### src/source/model_pkg.sv
// Dense layer model definitions
`default_nettype none

package model_pkg;

    localparam int value_bits   = 18;
    localparam int q_frac       = 8;
    localparam int input_width  = 28;   // weighted samples per frame
    localparam int out_channels = 10;
    localparam int acc_bits     = 40;   // 28 products of 18x5 bits fit easily
    localparam int index_bits   = $clog2(input_width + 1);
    localparam int weight_bits  = 5;    // weights span -15..15

    typedef logic signed [value_bits-1:0]  value_t;
    typedef logic signed [weight_bits-1:0] weight_t;

    // decoded sample handed from decode to execute
    typedef struct packed {
        value_t value;
        logic   last;
    } sample_t;

    // one result per channel, elements stay signed through value_t
    typedef value_t [out_channels-1:0] channel_vec_t;

    // fixed weight of channel c for sample index i
    function automatic weight_t weight_of(input int c, input int i);
        int raw;
        raw = (7 * c + 3 * i) % 31;
        return weight_t'(raw - 15);   // raw multiplier, no Q scaling
    endfunction

endpackage

`default_nettype wire

### src/source/stream_pkg.sv
// Host stream word formats
`default_nettype none

package stream_pkg;

    localparam int word_bits      = 32;
    localparam int spare_bits     = 12;
    localparam int sample_bits    = 18;
    localparam int out_value_bits = 30;

    // word written by the host
    typedef struct packed {
        logic                   soft_reset;   // bit 31, clears execute and result
        logic                   last;         // bit 30, last sample of frame
        logic [spare_bits-1:0]  spare;        // bits 29:18, unused
        logic [sample_bits-1:0] sample;       // signed Q8 sample
    } in_word_t;

    // word read back by the host, one channel per word
    typedef struct packed {
        logic                      zero;      // always low
        logic                      last;      // set on the tenth word
        logic [out_value_bits-1:0] value;     // sign-extended channel result
    } out_word_t;

endpackage

`default_nettype wire

### src/source/result_serialize.sv
// Result vector serializer
`default_nettype none

module result_serialize (
    input  logic                    clock,
    input  logic                    reset,
    input  model_pkg::channel_vec_t vector,
    input  logic                    vector_valid,
    output logic                    vector_taken,
    output stream_pkg::out_word_t   word,
    output logic                    word_valid,
    input  logic                    downstream_stall
);
    localparam int chan_bits       = $clog2(model_pkg::out_channels);
    localparam int word_value_bits = stream_pkg::out_value_bits;
    localparam logic [chan_bits-1:0] last_channel = chan_bits'(model_pkg::out_channels - 1);

    logic                    buffer_valid;
    model_pkg::channel_vec_t buffer;
    logic [chan_bits-1:0]    channel;   // channel on the output word
    model_pkg::value_t       current;

    // load only into an empty buffer
    assign vector_taken = vector_valid && !buffer_valid;

    always_ff @(posedge clock) begin
        if (reset) begin
            buffer_valid <= 1'b0;
            channel      <= '0;
        end else if (vector_taken) begin
            buffer_valid <= 1'b1;
            channel      <= '0;
        end else if (buffer_valid && !downstream_stall) begin
            if (channel == last_channel) begin
                buffer_valid <= 1'b0;   // vector fully sent
                channel      <= '0;
            end else begin
                channel <= channel + 1'b1;
            end
        end
    end

    always_ff @(posedge clock) begin
        if (vector_taken) begin
            buffer <= vector;
        end
    end

    assign current    = buffer[channel];
    assign word_valid = buffer_valid;

    always_comb begin
        word.zero  = 1'b0;
        word.last  = buffer_valid && (channel == last_channel);
        word.value = word_value_bits'(current);   // sign extends to 30 bits
    end

endmodule

`default_nettype wire

### config.mk
export PLATFORM = sky130hd
export DESIGN_NAME = result_serialize
export DESIGN_NICKNAME = d
export VERILOG_FILES = /design/src/source/model_pkg.sv /design/src/source/stream_pkg.sv /design/src/source/result_serialize.sv
export SDC_FILE = /design/constraint.sdc
export NUM_CORES = 1
export LEC_CHECK = 0
export BUFFER_PORTS_ARGS = -buffer_cell sky130_fd_sc_hd__buf_2
export CORE_ASPECT_RATIO = 1.1
export CORE_UTILIZATION = 38
export DETAILED_ROUTE_END_ITERATION = 6
export SKIP_LAST_GASP = 1
export SYNTH_ARGS = -nofsm -noshare
export SYNTH_HDL_FRONTEND = slang
export SYNTH_SLANG_ARGS = --single-unit
### constraint.sdc
create_clock -name clock -period 18.9 [get_ports clock]
set_clock_uncertainty 0.05 [all_clocks]
set_input_delay 0.945 -clock clock [delete_from_list [all_inputs] [get_ports clock]]
set_output_delay 0.945 -clock clock [all_outputs]
set_load 0.01 [all_outputs]
==> metrics.csv <==
metric,value,unit
status,completed,
ys_types,32,
synth_area_leaders,"edfxtp_1, mux2i_1, mux4_2",
postCtsSetupRepairBufs,0,
fmax,209,MHz
final_nets,758,
cts_tree,done,
peakVddDrop,0.0611,mV
cp.required,17.91,ns
cts_buffer_depth,2,
grt_usage,0.163,
drtIter0Drc,228,
grt_setup_unrepaired,false,
post_cts_resized,0,
insertion_delay,0.42,ns
synthCells,370,
criticalPathCategory,reg -> out,
tightest_slew,0.990,ns
port_buffers,216,
finalSetupTns,0,ns
dr.pass1.iters,4,
end_kind,output pin,
cp-start-kind,flip-flop,
ant_nets,0,
synthTopCellsByCount,"edfxtp_1, mux2i_1, a21oi_1",
initial_core_util,0.390,
core,18500,um2
rows,52,
clock_sinks,185,
via_per_inst,4.85,
yosysSeqAreaShare,0.761,
syn_area,7240,um2
wire_per_inst,18.3,um
die-area,19600,um2
fillCellCount,1605,
clockRootBuffer,clkbuf_16,
io-pin-count,218,
post-route-period-util,0.254,
postLayoutCoreUtil,0.483,
synth_top_cell_area_share,0.747,
yosys.cell_count.top_type,edfxtp_1,
async_flop_share,0,
pwr_density_cell,98.6,nW/um2
via_count,4024,
finalSetupViolations,0,
numCtsBuffers,17,
synth-seq-cells,185,
hpwl,10.0,mm
drc,0,
grt_first_pass_wirelength,23.5,mm
synth_area_leader_cell,edfxtp_1,
grt_pass1_vias,4469,
syn_nets,554,
cp.arrival,3.80,ns
hold_slack,0.581,ns
diodes,0,
hold_violations,0,
ff_latch_area,5510,um2
die_h,147,um
cts_hold_buf,0,
path_max_fanout,24,
synth_warnings,0,
grt-ovfl-total,0,
period_needed,4.79,ns
drt-total-wl,15.2,mm
antenna_found_initial,0,
drive_gt1_frac,0.486,
die_w,134,um
final_cells,830,
clkTransAtPathRegs,0.06,ns
h-tree-depth,4,
worstHoldPathType,reg -> reg,
synth-edff-count,180,
max-cap-violations,0,
dp_cells,798,
grt_max_degree,181,
multiInputGateArea,1480,um2
cellLeakagePower,3.29,nW
synth_area_per_cell,19.6,um2
ys.flop_type,edfxtp_1,
area_growth,23.8,%
power,0.000883,W
relSlewSlack,0.339,
gp_congestion,0.758,
slew_viol_final,0,
[metrics by stage]
stage	area [um2]	setup slack (ns)
after floorplan	7240	8.87
after global placement	8410	14.54
after detailed placement	8410	14.40
after CTS	8960	13.93
after global routing	8960	13.62
final	8960	14.11
[per-layer routing]
metal | routed length, um | vias up | GRT usage
met5 | 0 | - | 0
met2 | 7760 | 147 | 0.276
met1 | 6300 | 1971 | 0.199
li1 | - | 1895 | -
met3 | 963 | 11 | 0.0490
met4 | 178 | 0 | 0.0545
[where the power goes]
group / switching [W] / internal (W) / total (W)
sequential: 0.00000773 / 0.000477 / 0.000485
combinational: 0.0000310 / 0.0000325 / 0.0000635
clock: 0.000152 / 0.000182 / 0.000335
[critical path: stages (launching register included)]
cell and delay, ns:
dfxtp_2 0.54, nor2_2 0.85, nand2_1 0.79, o21ai_0 0.93, buf_2 0.27
[cell families (layout without fill, tap and decap cells)]
logic type	Yosys count	after routing	share of synthesized area
AO/OA/AOI/OAI	58	58	0.0501
XOR/XNOR	3	3	0.00363
buffers and inverters	34	251	0.0360
flip-flops	185	185	0.761
multiplexers	73	73	0.137
other	1	1	0.000518
AND/OR/NAND/NOR	16	16	0.0121
[sequential cells by signal, indices dropped and copies added, names as in the netlist]
signal	cells
buffer	180
channel	4
word_valid	1
[cells in the final DEF (no fill, tap or decap), drive strengths merged, types with 5 or more instances in the layout]
cell type    n
nor2         5
inv          6
o21ai       19
buf        218
o221ai      18
clkinv       8
edfxtp     180
a21oi       19
mux2        18
dfxtp        5
clkbuf      18
mux4        18
mux2i       37
[final timing paths]
check | slack [ns] | from | endpoint | cells after the start
worst max-delay path | 14.11 | channel[1] | word[29] | 4
worst min-delay path | 0.58 | word_valid | channel[0] | 2
worst max register to register | 16.56 | channel[0] | channel[3] | 5
worst min register to register | 0.58 | word_valid | channel[0] | 2
[cell type report]
cell class,count,area share
flip-flops and latches,185,0.615
multi-input cells,151,0.165
repair buffers,218,0.124
clock buffers,18,0.0479
well taps,243,0.0339
clock inverters,14,0.0134
inverters,1,0.000419
No activity file was read; power rests on OpenSTA's default activity.
